**config.mk**
```make
export PLATFORM = sky130hd
export DESIGN_NAME = mipsCore
export DESIGN_NICKNAME = d
export VERILOG_FILES = /design/src/mipsPkg.sv /design/src/regFile.sv /design/src/alu.sv /design/src/controlDecoder.sv /design/src/fetchUnit.sv /design/src/decodeStage.sv /design/src/executeStage.sv /design/src/memWbStage.sv /design/src/hazardUnit.sv /design/src/mipsCore.sv
export SDC_FILE = /design/constraint.sdc
export NUM_CORES = 2
export LEC_CHECK = 0
export CORE_MARGIN = 5
export CORE_UTILIZATION = 40
export DETAILED_ROUTE_END_ITERATION = 10
export DONT_BUFFER_PORTS = 1
export GPL_TIMING_DRIVEN = 0
export PLACE_DENSITY = 0.54
export SLEW_MARGIN = 20
export SYNTH_ARGS = -nofsm -noshare
export SYNTH_HDL_FRONTEND = slang
export SYNTH_SLANG_ARGS = --single-unit
```
**constraint.sdc**
```tcl
create_clock -name clk -period 15.4 [get_ports clk]
set_input_delay 3.08 -clock clk [delete_from_list [all_inputs] [get_ports clk]]
set_output_delay 3.08 -clock clk [all_outputs]
set_load 0.05 [all_outputs]
```
**src/mipsPkg.sv**
```systemverilog
`default_nettype none

package mipsPkg;

	// ========================================
	// widths
	// ========================================
	// machine word
	localparam int dataWidth = 32;
	// register index
	localparam int regAddrWidth = 5;

	// ========================================
	// instruction encodings
	// ========================================
	// primary opcode in instr[31:26]
	typedef enum logic [5:0] {
		opSpecial = 6'b000000,
		opJ       = 6'b000010,
		opBeq     = 6'b000100,
		opBne     = 6'b000101,
		opAddiu   = 6'b001001,
		opOri     = 6'b001101,
		opLui     = 6'b001111,
		opLw      = 6'b100011,
		opSw      = 6'b101011
	} opcodeT;

	// r-type function in instr[5:0]
	typedef enum logic [5:0] {
		fnSll  = 6'b000000,
		fnSrl  = 6'b000010,
		fnAddu = 6'b100001,
		fnSubu = 6'b100011,
		fnAnd  = 6'b100100,
		fnOr   = 6'b100101,
		fnXor  = 6'b100110,
		fnSlt  = 6'b101010
	} functT;

	// ========================================
	// pipeline controls
	// ========================================
	// alu operation carried from decode into execute
	typedef enum logic [3:0] {
		aluAdd,
		aluSub,
		aluAnd,
		aluOr,
		aluXor,
		aluSlt,
		aluSll,
		aluSrl,
		aluLui
	} aluOpT;

	// operand source picked by the hazard unit
	typedef enum logic [1:0] {
		fwdNone,
		fwdFromMem,
		fwdFromWb
	} fwdSelT;

endpackage

`default_nettype wire

```
**src/regFile.sv**
```systemverilog
`default_nettype none
`timescale 1ns/1ps

module regFile #(
	parameter int width     = 32,
	parameter int addrWidth = 5
) (
	input  logic                 clk,
	input  logic                 arstN,
	input  logic                 we,
	input  logic [addrWidth-1:0] wAddr,
	input  logic [width-1:0]     wData,
	input  logic [addrWidth-1:0] rAddrA,
	input  logic [addrWidth-1:0] rAddrB,
	output logic [width-1:0]     rDataA,
	output logic [width-1:0]     rDataB
);

	logic [width-1:0] regs [2**addrWidth];

	// all registers start at zero, r0 is never written
	always_ff @(posedge clk or negedge arstN) begin
		if (!arstN) begin
			regs <= '{default: '0};
		end else if (we && wAddr != '0) begin
			regs[wAddr] <= wData;
		end
	end

	// r0 reads zero; a write this cycle bypasses the array
	assign rDataA = (rAddrA == '0) ? '0 :
		(we && wAddr == rAddrA) ? wData : regs[rAddrA];
	assign rDataB = (rAddrB == '0) ? '0 :
		(we && wAddr == rAddrB) ? wData : regs[rAddrB];

endmodule

`default_nettype wire

```
**src/alu.sv**
```systemverilog
`default_nettype none
`timescale 1ns/1ps

module alu import mipsPkg::*; (
	input  logic [dataWidth-1:0] a,
	input  logic [dataWidth-1:0] b,
	input  logic [4:0]           shamt,
	input  aluOpT                op,
	output logic [dataWidth-1:0] y
);

	logic lessThan;

	// slt is signed
	assign lessThan = $signed(a) < $signed(b);

	always_comb begin
		case (op)
			aluAdd: y = a + b;
			aluSub: y = a - b;
			aluAnd: y = a & b;
			aluOr:  y = a | b;
			aluXor: y = a ^ b;
			aluSlt: y = {{(dataWidth-1){1'b0}}, lessThan};
			// shifts act on rt by the shamt field
			aluSll: y = b << shamt;
			aluSrl: y = b >> shamt;
			// immediate into the upper half
			aluLui: y = {b[15:0], {(dataWidth-16){1'b0}}};
			default: y = '0;
		endcase
	end

endmodule

`default_nettype wire

```
**src/controlDecoder.sv**
```systemverilog
`default_nettype none
`timescale 1ns/1ps

module controlDecoder import mipsPkg::*; (
	input  logic [dataWidth-1:0]    instr,
	output aluOpT                   aluOp,
	output logic                    aluSrcImm,
	output logic                    regWrite,
	output logic                    memRead,
	output logic                    memWrite,
	output logic                    isBranch,
	output logic                    isBne,
	output logic                    isJump,
	output logic                    useRt,
	output logic [regAddrWidth-1:0] dest
);

	opcodeT opcode;
	functT  funct;
	logic   writes;

	assign opcode = opcodeT'(instr[31:26]);
	assign funct  = functT'(instr[5:0]);

	always_comb begin
		// defaults are a nop
		aluOp     = aluAdd;
		aluSrcImm = 1'b0;
		writes    = 1'b0;
		memRead   = 1'b0;
		memWrite  = 1'b0;
		isBranch  = 1'b0;
		isBne     = 1'b0;
		isJump    = 1'b0;
		useRt     = 1'b0;
		// i-type writes rt
		dest      = instr[20:16];
		case (opcode)
			opSpecial: begin
				// r-type writes rd, reads rs and rt
				dest   = instr[15:11];
				writes = 1'b1;
				useRt  = 1'b1;
				case (funct)
					fnSll:  aluOp = aluSll;
					fnSrl:  aluOp = aluSrl;
					fnAddu: aluOp = aluAdd;
					fnSubu: aluOp = aluSub;
					fnAnd:  aluOp = aluAnd;
					fnOr:   aluOp = aluOr;
					fnXor:  aluOp = aluXor;
					fnSlt:  aluOp = aluSlt;
					// unknown funct
					default: begin
						writes = 1'b0;
						useRt  = 1'b0;
					end
				endcase
			end
			opJ: begin
				isJump = 1'b1;
			end
			opBeq: begin
				isBranch = 1'b1;
				useRt    = 1'b1;
			end
			opBne: begin
				isBranch = 1'b1;
				isBne    = 1'b1;
				useRt    = 1'b1;
			end
			opAddiu: begin
				aluSrcImm = 1'b1;
				writes    = 1'b1;
			end
			opOri: begin
				aluOp     = aluOr;
				aluSrcImm = 1'b1;
				writes    = 1'b1;
			end
			opLui: begin
				aluOp     = aluLui;
				aluSrcImm = 1'b1;
				writes    = 1'b1;
			end
			// address is base plus offset
			opLw: begin
				aluSrcImm = 1'b1;
				writes    = 1'b1;
				memRead   = 1'b1;
			end
			// rt carries the store data
			opSw: begin
				aluSrcImm = 1'b1;
				memWrite  = 1'b1;
				useRt     = 1'b1;
			end
			default: begin
				writes = 1'b0;
			end
		endcase
	end

	// r0 targets drop out here, so no later stage forwards or retires them
	assign regWrite = writes && (dest != '0);

endmodule

`default_nettype wire

```
**src/fetchUnit.sv**
```systemverilog
`default_nettype none
`timescale 1ns/1ps

module fetchUnit import mipsPkg::*; #(
	parameter logic [dataWidth-1:0] resetPc = '0
) (
	input  logic                 clk,
	input  logic                 arstN,
	input  logic                 stall,
	input  logic                 branchTaken,
	input  logic [dataWidth-1:0] branchTarget,
	input  logic [dataWidth-1:0] instr,
	output logic [dataWidth-1:0] pc,
	output logic [dataWidth-1:0] instrD,
	output logic [dataWidth-1:0] pcPlus4D
);

	logic [dataWidth-1:0] pcPlus4;
	logic [dataWidth-1:0] pcNext;

	// sequential fetch
	assign pcPlus4 = pc + dataWidth'(4);

	// a taken branch sits in decode while its delay slot is fetched here,
	// so the redirect lands right after the slot
	assign pcNext = branchTaken ? branchTarget : pcPlus4;

	// pc and f/d instruction both freeze on stall
	// all-zero word is sll r0 and acts as the bubble
	always_ff @(posedge clk or negedge arstN) begin
		if (!arstN) begin
			pc     <= resetPc;
			instrD <= '0;
		end else if (!stall) begin
			pc     <= pcNext;
			instrD <= instr;
		end
	end

	// pc+4 for branch and jump targets in decode
	always_ff @(posedge clk) begin
		if (!stall) begin
			pcPlus4D <= pcPlus4;
		end
	end

endmodule

`default_nettype wire

```
**src/decodeStage.sv**
```systemverilog
`default_nettype none
`timescale 1ns/1ps

module decodeStage import mipsPkg::*; (
	input  logic                    clk,
	input  logic                    arstN,
	input  logic                    bubble,
	input  logic [dataWidth-1:0]    instrD,
	input  logic [dataWidth-1:0]    pcPlus4D,
	input  fwdSelT                  fwdBranchA,
	input  fwdSelT                  fwdBranchB,
	input  logic [dataWidth-1:0]    aluResultM,
	input  logic                    wbValid,
	input  logic [regAddrWidth-1:0] wbReg,
	input  logic [dataWidth-1:0]    wbData,
	output logic                    branchTaken,
	output logic [dataWidth-1:0]    branchTarget,
	output logic [regAddrWidth-1:0] rsD,
	output logic [regAddrWidth-1:0] rtD,
	output logic                    usesRtD,
	output logic                    isBranchD,
	output logic [regAddrWidth-1:0] rsE,
	output logic [regAddrWidth-1:0] rtE,
	output logic [regAddrWidth-1:0] destE,
	output logic                    regWriteE,
	output logic                    memReadE,
	output logic                    memWriteE,
	output aluOpT                   aluOpE,
	output logic                    aluSrcImmE,
	output logic [dataWidth-1:0]    srcAE,
	output logic [dataWidth-1:0]    srcBE,
	output logic [dataWidth-1:0]    immE,
	output logic [4:0]              shamtE
);

	aluOpT                   aluOpD;
	logic                    aluSrcImmD;
	logic                    regWriteD;
	logic                    memReadD;
	logic                    memWriteD;
	logic                    isBneD;
	logic                    isJumpD;
	logic [regAddrWidth-1:0] destD;
	logic [dataWidth-1:0]    rDataA;
	logic [dataWidth-1:0]    rDataB;
	logic [dataWidth-1:0]    branchA;
	logic [dataWidth-1:0]    branchB;
	logic [dataWidth-1:0]    immD;
	logic [dataWidth-1:0]    branchOffset;
	logic [dataWidth-1:0]    jumpTarget;

	// ========================================
	// fields and controls
	// ========================================
	assign rsD = instrD[25:21];
	assign rtD = instrD[20:16];

	controlDecoder ctrl (
		.instr    (instrD),
		.aluOp    (aluOpD),
		.aluSrcImm(aluSrcImmD),
		.regWrite (regWriteD),
		.memRead  (memReadD),
		.memWrite (memWriteD),
		.isBranch (isBranchD),
		.isBne    (isBneD),
		.isJump   (isJumpD),
		.useRt    (usesRtD),
		.dest     (destD)
	);

	// writeback port feeds the write side
	// write-through covers a source retiring this very cycle
	regFile #(.width(dataWidth), .addrWidth(regAddrWidth)) regs (
		.clk   (clk),
		.arstN (arstN),
		.we    (wbValid),
		.wAddr (wbReg),
		.wData (wbData),
		.rAddrA(rsD),
		.rAddrB(rtD),
		.rDataA(rDataA),
		.rDataB(rDataB)
	);

	// ori zero-extends, everything else sign-extends
	// lui only looks at the low half so either works there
	assign immD = (opcodeT'(instrD[31:26]) == opOri) ?
		{{(dataWidth-16){1'b0}}, instrD[15:0]} :
		{{(dataWidth-16){instrD[15]}}, instrD[15:0]};

	// ========================================
	// branch resolution
	// ========================================
	// only the memory stage is forwarded here
	assign branchA = (fwdBranchA == fwdFromMem) ? aluResultM : rDataA;
	assign branchB = (fwdBranchB == fwdFromMem) ? aluResultM : rDataB;

	// word offset relative to the delay slot
	assign branchOffset = {{(dataWidth-18){instrD[15]}}, instrD[15:0], 2'b00};
	// j keeps the top nibble of the delay-slot pc
	assign jumpTarget = {pcPlus4D[dataWidth-1:28], instrD[25:0], 2'b00};

	// beq on equal, bne on not equal
	assign branchTaken = isJumpD | (isBranchD & ((branchA == branchB) ^ isBneD));
	assign branchTarget = isJumpD ? jumpTarget : pcPlus4D + branchOffset;

	// ========================================
	// d/e register
	// ========================================
	// a bubble kills all side effects of the slot
	always_ff @(posedge clk or negedge arstN) begin
		if (!arstN) begin
			regWriteE <= 1'b0;
			memReadE  <= 1'b0;
			memWriteE <= 1'b0;
		end else if (bubble) begin
			regWriteE <= 1'b0;
			memReadE  <= 1'b0;
			memWriteE <= 1'b0;
		end else begin
			regWriteE <= regWriteD;
			memReadE  <= memReadD;
			memWriteE <= memWriteD;
		end
	end

	// operands and indices, harmless inside a bubble
	always_ff @(posedge clk) begin
		rsE        <= rsD;
		rtE        <= rtD;
		destE      <= destD;
		aluOpE     <= aluOpD;
		aluSrcImmE <= aluSrcImmD;
		srcAE      <= rDataA;
		srcBE      <= rDataB;
		immE       <= immD;
		shamtE     <= instrD[10:6];
	end

endmodule

`default_nettype wire

```
**src/executeStage.sv**
```systemverilog
`default_nettype none
`timescale 1ns/1ps

module executeStage import mipsPkg::*; (
	input  logic                    clk,
	input  logic                    arstN,
	input  logic [regAddrWidth-1:0] destE,
	input  logic                    regWriteE,
	input  logic                    memReadE,
	input  logic                    memWriteE,
	input  aluOpT                   aluOpE,
	input  logic                    aluSrcImmE,
	input  logic [dataWidth-1:0]    srcAE,
	input  logic [dataWidth-1:0]    srcBE,
	input  logic [dataWidth-1:0]    immE,
	input  logic [4:0]              shamtE,
	input  fwdSelT                  fwdA,
	input  fwdSelT                  fwdB,
	input  logic [dataWidth-1:0]    wbData,
	output logic [dataWidth-1:0]    aluResultM,
	output logic [dataWidth-1:0]    storeDataM,
	output logic [regAddrWidth-1:0] destM,
	output logic                    regWriteM,
	output logic                    memReadM,
	output logic                    dataWe
);

	logic [dataWidth-1:0] opA;
	logic [dataWidth-1:0] opB;
	logic [dataWidth-1:0] aluB;
	logic [dataWidth-1:0] aluY;

	// operand select for one source
	// memory stage wins, hazard unit already ranked it
	function automatic logic [dataWidth-1:0] pickOperand(
		input fwdSelT               sel,
		input logic [dataWidth-1:0] regVal,
		input logic [dataWidth-1:0] memVal,
		input logic [dataWidth-1:0] wbVal
	);
		case (sel)
			fwdFromMem: return memVal;
			fwdFromWb:  return wbVal;
			default:    return regVal;
		endcase
	endfunction

	// ========================================
	// operands
	// ========================================
	assign opA = pickOperand(fwdA, srcAE, aluResultM, wbData);
	// forwarded rt is also the store data
	assign opB = pickOperand(fwdB, srcBE, aluResultM, wbData);
	// immediate forms
	assign aluB = aluSrcImmE ? immE : opB;

	alu alu (
		.a    (opA),
		.b    (aluB),
		.shamt(shamtE),
		.op   (aluOpE),
		.y    (aluY)
	);

	// ========================================
	// e/m register
	// ========================================
	// store enable leaves the core straight from here
	always_ff @(posedge clk or negedge arstN) begin
		if (!arstN) begin
			regWriteM <= 1'b0;
			memReadM  <= 1'b0;
			dataWe    <= 1'b0;
		end else begin
			regWriteM <= regWriteE;
			memReadM  <= memReadE;
			dataWe    <= memWriteE;
		end
	end

	always_ff @(posedge clk) begin
		aluResultM <= aluY;
		storeDataM <= opB;
		destM      <= destE;
	end

endmodule

`default_nettype wire

```
**src/memWbStage.sv**
```systemverilog
`default_nettype none
`timescale 1ns/1ps

module memWbStage import mipsPkg::*; (
	input  logic                    clk,
	input  logic                    arstN,
	input  logic [dataWidth-1:0]    aluResultM,
	input  logic [regAddrWidth-1:0] destM,
	input  logic                    regWriteM,
	input  logic                    memReadM,
	input  logic [dataWidth-1:0]    dataRdata,
	output logic                    wbValid,
	output logic [regAddrWidth-1:0] wbReg,
	output logic [dataWidth-1:0]    wbData
);

	// strobe for every retiring register write
	always_ff @(posedge clk or negedge arstN) begin
		if (!arstN) begin
			wbValid <= 1'b0;
		end else begin
			wbValid <= regWriteM;
		end
	end

	// load word or alu result, chosen before the register
	always_ff @(posedge clk) begin
		wbReg  <= destM;
		wbData <= memReadM ? dataRdata : aluResultM;
	end

endmodule

`default_nettype wire

```
**src/hazardUnit.sv**
```systemverilog
`default_nettype none
`timescale 1ns/1ps

module hazardUnit import mipsPkg::*; (
	input  logic [regAddrWidth-1:0] rsD,
	input  logic [regAddrWidth-1:0] rtD,
	input  logic                    usesRtD,
	input  logic                    isBranchD,
	input  logic [regAddrWidth-1:0] rsE,
	input  logic [regAddrWidth-1:0] rtE,
	input  logic [regAddrWidth-1:0] destE,
	input  logic                    regWriteE,
	input  logic                    memReadE,
	input  logic [regAddrWidth-1:0] destM,
	input  logic                    regWriteM,
	input  logic                    memReadM,
	input  logic [regAddrWidth-1:0] destW,
	input  logic                    regWriteW,
	output logic                    stall,
	output logic                    bubble,
	output fwdSelT                  fwdA,
	output fwdSelT                  fwdB,
	output fwdSelT                  fwdBranchA,
	output fwdSelT                  fwdBranchB
);

	logic loadUse;
	logic branchWaitE;
	logic branchWaitM;

	// ========================================
	// execute forwarding
	// ========================================
	// regWrite is already clear for r0, so no zero check
	// a load never reaches here from memory, the stall below sees to that
	assign fwdA = (regWriteM && destM == rsE) ? fwdFromMem :
		(regWriteW && destW == rsE) ? fwdFromWb : fwdNone;
	assign fwdB = (regWriteM && destM == rtE) ? fwdFromMem :
		(regWriteW && destW == rtE) ? fwdFromWb : fwdNone;

	// ========================================
	// branch operands in decode
	// ========================================
	// only alu results can come from memory
	// writeback goes through the register file
	assign fwdBranchA = (regWriteM && !memReadM && destM == rsD) ? fwdFromMem : fwdNone;
	assign fwdBranchB = (regWriteM && !memReadM && destM == rtD) ? fwdFromMem : fwdNone;

	// ========================================
	// stalls
	// ========================================
	// load in execute feeding the next instruction
	assign loadUse = memReadE && regWriteE &&
		(destE == rsD || (usesRtD && destE == rtD));

	// branch operand still being computed
	assign branchWaitE = isBranchD && regWriteE && (destE == rsD || destE == rtD);

	// branch operand is a load word not yet back
	assign branchWaitM = isBranchD && memReadM && regWriteM &&
		(destM == rsD || destM == rtD);

	// fetch and decode hold, execute takes a bubble
	assign stall  = loadUse || branchWaitE || branchWaitM;
	assign bubble = stall;

endmodule

`default_nettype wire

```
**src/mipsCore.sv**
```systemverilog
`default_nettype none
`timescale 1ns/1ps

module mipsCore import mipsPkg::*; #(
	parameter logic [dataWidth-1:0] resetPc = '0
) (
	input  logic                    clk,
	input  logic                    arstN,
	// instruction port, combinational read
	output logic [dataWidth-1:0]    instrAddr,
	input  logic [dataWidth-1:0]    instr,
	// data port, write at the rising edge
	output logic [dataWidth-1:0]    dataAddr,
	output logic [dataWidth-1:0]    dataWdata,
	output logic                    dataWe,
	input  logic [dataWidth-1:0]    dataRdata,
	// one strobe per retiring register write
	output logic                    wbValid,
	output logic [regAddrWidth-1:0] wbReg,
	output logic [dataWidth-1:0]    wbData
);

	// ========================================
	// stage to stage nets
	// ========================================
	// fetch to decode
	logic [dataWidth-1:0]    instrD;
	logic [dataWidth-1:0]    pcPlus4D;
	// decode back to fetch
	logic                    branchTaken;
	logic [dataWidth-1:0]    branchTarget;
	// decode fields seen by the hazard unit
	logic [regAddrWidth-1:0] rsD;
	logic [regAddrWidth-1:0] rtD;
	logic                    usesRtD;
	logic                    isBranchD;
	// decode to execute
	logic [regAddrWidth-1:0] rsE;
	logic [regAddrWidth-1:0] rtE;
	logic [regAddrWidth-1:0] destE;
	logic                    regWriteE;
	logic                    memReadE;
	logic                    memWriteE;
	aluOpT                   aluOpE;
	logic                    aluSrcImmE;
	logic [dataWidth-1:0]    srcAE;
	logic [dataWidth-1:0]    srcBE;
	logic [dataWidth-1:0]    immE;
	logic [4:0]              shamtE;
	// execute to memory
	// the memory-stage alu result doubles as dataAddr
	logic [regAddrWidth-1:0] destM;
	logic                    regWriteM;
	logic                    memReadM;
	// hazard controls
	logic                    stall;
	logic                    bubble;
	fwdSelT                  fwdA;
	fwdSelT                  fwdB;
	fwdSelT                  fwdBranchA;
	fwdSelT                  fwdBranchB;

	// ========================================
	// stages
	// ========================================
	// pc register, pc is the instruction address
	fetchUnit #(.resetPc(resetPc)) fetch (.*, .pc(instrAddr));

	// register read, branch resolve, d/e register
	decodeStage decode (.*, .aluResultM(dataAddr));

	// alu and e/m register
	executeStage execute (.*, .aluResultM(dataAddr), .storeDataM(dataWdata));

	// m/w register and result select
	memWbStage memWb (.*, .aluResultM(dataAddr));

	// writeback outputs are the w-stage destination and strobe
	hazardUnit hazard (.*, .destW(wbReg), .regWriteW(wbValid));

endmodule

`default_nettype wire

```
==> flow_summary.ini <==
[worst_setup_path]
critPathLaunch = memWb.wbReg[4]
rr_worst_depth = 23
cp.required_ns = 16.07
arrival_ns = 10.36
rr_startpoint = memWb.wbReg[4]
worstSetupPathType = flip-flop to flip-flop
cp-start-kind = flip-flop
cp_max_fo = 10
end_kind = flip-flop

[timing]
timing.fmax_mhz = 103
slew_headroom = 0.0178
clock_skew_ns = 0.0476
worst_pin_slew_ns = 1.47
rsz0062_at_grt = false
finalHoldViolCount = 0
fin_setup_tns_ns = 0
period_share = 0.629
min_period_ns = 9.69
report.final.slew_viol_count = 0
holdWs_ns = 0.358
setup_violations = 0

[power_and_ir_drop]
pwr_density_cell_nw_per_um2 = 117
ir_worst_vdd_v = 0.000126
power_leakage_nw = 38.7

[clocking]
post_cts_buffers = 0
cts-htree-levels = 4
clk_latency_ns = 0.86
cts_root_buffer = clkbuf_16
clockBufferDepth = 3
ctsHoldBuffers = 0
clkTransAtPathRegs_ns = 0.07
clkSinkCount = 1334
ctsResizeCount = 0
cts_buffers = 155
cts_tree = yes

[yosys]
syn_inst = 6418
ys_types = 93
synth_edf_count = 32
muxShareOfSynthArea = 0.340
syn-cell-area_um2 = 77500
ys_seq_elements = 1334
synth_top_family_by_area = multiplexers
syn_nets = 6613
yosys_warnings = 0
async_flop_share = 0.821
synth_xor_area_frac = 0.0150
synth_simple_gate_area_frac = 0.0611
yosysSeqAreaShare = 0.419
syn_area_per_cell_um2 = 12.1
synth_ff_type = dfrtp_1
synthAdderAreaFrac = 0.0211
synth_compound_area_frac = 0.0995

[global_routing]
grt_pass1_wl_um = 558000
grt_max_degree = 225
grt_usage = 0.404
grt_pass1_vias = 61800
overflow = 0
antenna_found_initial = 55

[routing]
drt_iter0_markers = 9645
met3_length_um = 51700
route.met2.wl_um = 174000
top_layer_used = met5
met1_length_um = 155000
drc = 0
wl_per_cell_um = 45.3
routed_wl_um = 422000
first_pass_iters = 8
ant_nets = 0
vias = 65000
vias_per_cell = 6.98

[floorplan]
fp.coreArea_um2 = 193000
chipWidth_um = 450
io_pins = 201
dieArea_um2 = 203000
die_h_um = 450
rows = 161
initial_core_util = 0.402

[outcome]
outcome = completed

[hold_path]
hp-class = flip-flop to flip-flop
hp-start = execute.destM[1]
worstHoldPathCells = 0

[final_layout]
final_cells = 9321
fillers = 17800
drive_above_1_share = 0.331
final_nets = 6823
area_growth_syn_to_layout_pct = 13.1

[placement]
io_buffers = 0
hpwl_um = 307000
gp_congestion = 1.05
dpl.cell_count = 8996

[flow_run]
max-cap-violations = 0
worst max-delay path: stages (launching register included):
cell,delay (ns)
dfxtp_1,0.88
buf_1,0.57
xor2_1,0.21
or4_1,0.73
nor2_1,0.26
buf_1,0.77
mux2i_1,0.28
a21oi_1,0.26
mux2i_1,0.99
inv_1,0.29
ha_1,0.34
nand2b_1,0.09
a21oi_1,0.11
o21ba_2,0.21
o21ai_0,0.35
a211oi_1,0.28
o31ai_2,0.75
o2111ai_1,0.23
and3_1,0.29
a311o_1,0.41
a21oi_1,0.38
o22ai_1,0.15
nor2_1,0.41
o221ai_1,0.27
layout make-up:
| cell class | count | area, um^2 | area share |
|---|---|---|---|
| multi-input cells | 4315 | 41800 | 0.477 |
| flip-flops and latches | 1334 | 32500 | 0.371 |
| clock buffers | 237 | 4710 | 0.0537 |
| well taps | 2526 | 3160 | 0.0361 |
| plain buffers | 609 | 2940 | 0.0336 |
| repair buffers | 53 | 1140 | 0.0130 |
| clock inverters | 47 | 642 | 0.00732 |
| inverters | 160 | 601 | 0.00685 |
| diodes | 40 | 100 | 0.00114 |
Yosys cell counts (all sizes together), types with 51 or more instances:
cell type | number | share of area
mux2 | 1108 | 0.16
dfrtp | 1095 | 0.35
mux4 | 464 | 0.13
clkbuf | 393 | 0.019
mux2i | 341 | 0.044
nand2 | 322 | 0.016
nor2 | 275 | 0.013
a21oi | 238 | 0.015
buf | 216 | 0.017
o21ai | 215 | 0.014
dfxtp | 207 | 0.053
inv | 158 | 0.0077
ha | 126 | 0.020
nand3 | 101 | 0.0065
o22ai | 90 | 0.0073
xnor2 | 79 | 0.0089
nor3 | 77 | 0.0051
o221ai | 63 | 0.0071
a22oi | 58 | 0.0056
xor2 | 54 | 0.0061
a221oi | 51 | 0.0058
state kept, by name, summed over array words and instances, names as in the netlist, 13 cells and up:
register and flops:
execute.aluResultM 32, decode.regs.regs 1024, fetch.pc 32, execute.storeDataM 32, decode.immE 13, fetch.instrD 32, memWb.wbData 32, decode.srcBE 32
fetch.pcPlus4D 32, decode.srcAE 32
per-layer routing:
metal / vias up / global-route usage
li1: 24800 / -
met1: 33900 / 0.501
met2: 4995 / 0.573
met3: 1381 / 0.144
met4: 12 / 0.312
met5: - / 0
metrics by stage:
stage | total power, mW | area [um^2] | utilization | setup slack, ns
after floorplan | 5.33 | 77500 | - | 9.18
after global placement | 6.16 | 80700 | 0.419 | 5.40
after detailed placement | 6.27 | 82200 | 0.427 | 5.91
after CTS | 10.2 | 87500 | 0.454 | 5.90
after global routing | 10.5 | 87600 | 0.455 | 5.55
final | 10.3 | 87600 | 0.455 | 5.71
power by group:
group	switching, mW	internal [mW]
Sequential	0.593	3.76
Clock	1.63	2.34
Combinational	1.29	0.677
Total	3.51	6.78
cells by family (layout without fill, tap and decap cells):
| kind of cell | count (synthesis) | count (layout) |
|---|---|---|
| AOI/OAI and AO/OA | 1125 | 1125 |
| xor gates and xnor gates | 133 | 133 |
| adders and majority gates | 129 | 129 |
| buffers and inverters | 769 | 1106 |
| DFF | 1334 | 1334 |
| muxes | 1913 | 1913 |
| other | 0 | 40 |
| and+or+nand+nor | 1015 | 1015 |
cells in the final DEF (no fill, tap or decap), drive strengths merged, types with 48 or more instances in the layout:
cell / count
clkbuf: 632
xor2: 54
a22oi: 58
o22ai: 90
nor3: 77
mux2i: 341
dfxtp: 207
nand2: 322
inv: 163
buf: 267
xnor2: 79
nand3: 101
o211ai: 48
a221oi: 51
mux4: 464
a21oi: 238
ha: 126
o21ai: 215
o221ai: 63
mux2: 1108
nor2: 275
dfrtp: 1095
final timing paths:
kind	to	slack, ns
setup / recovery	execute.aluResultM[29]	5.71
hold / removal	memWb.wbReg[1]	0.36
setup reg to reg	execute.aluResultM[29]	5.71
hold reg to reg	memWb.wbReg[1]	0.36
max in group asynchronous	fetch.instrD[0]	10.47
min in group asynchronous	decode.regs.regs[248]	1.95
No activity file was read; power rests on OpenSTA's default activity.
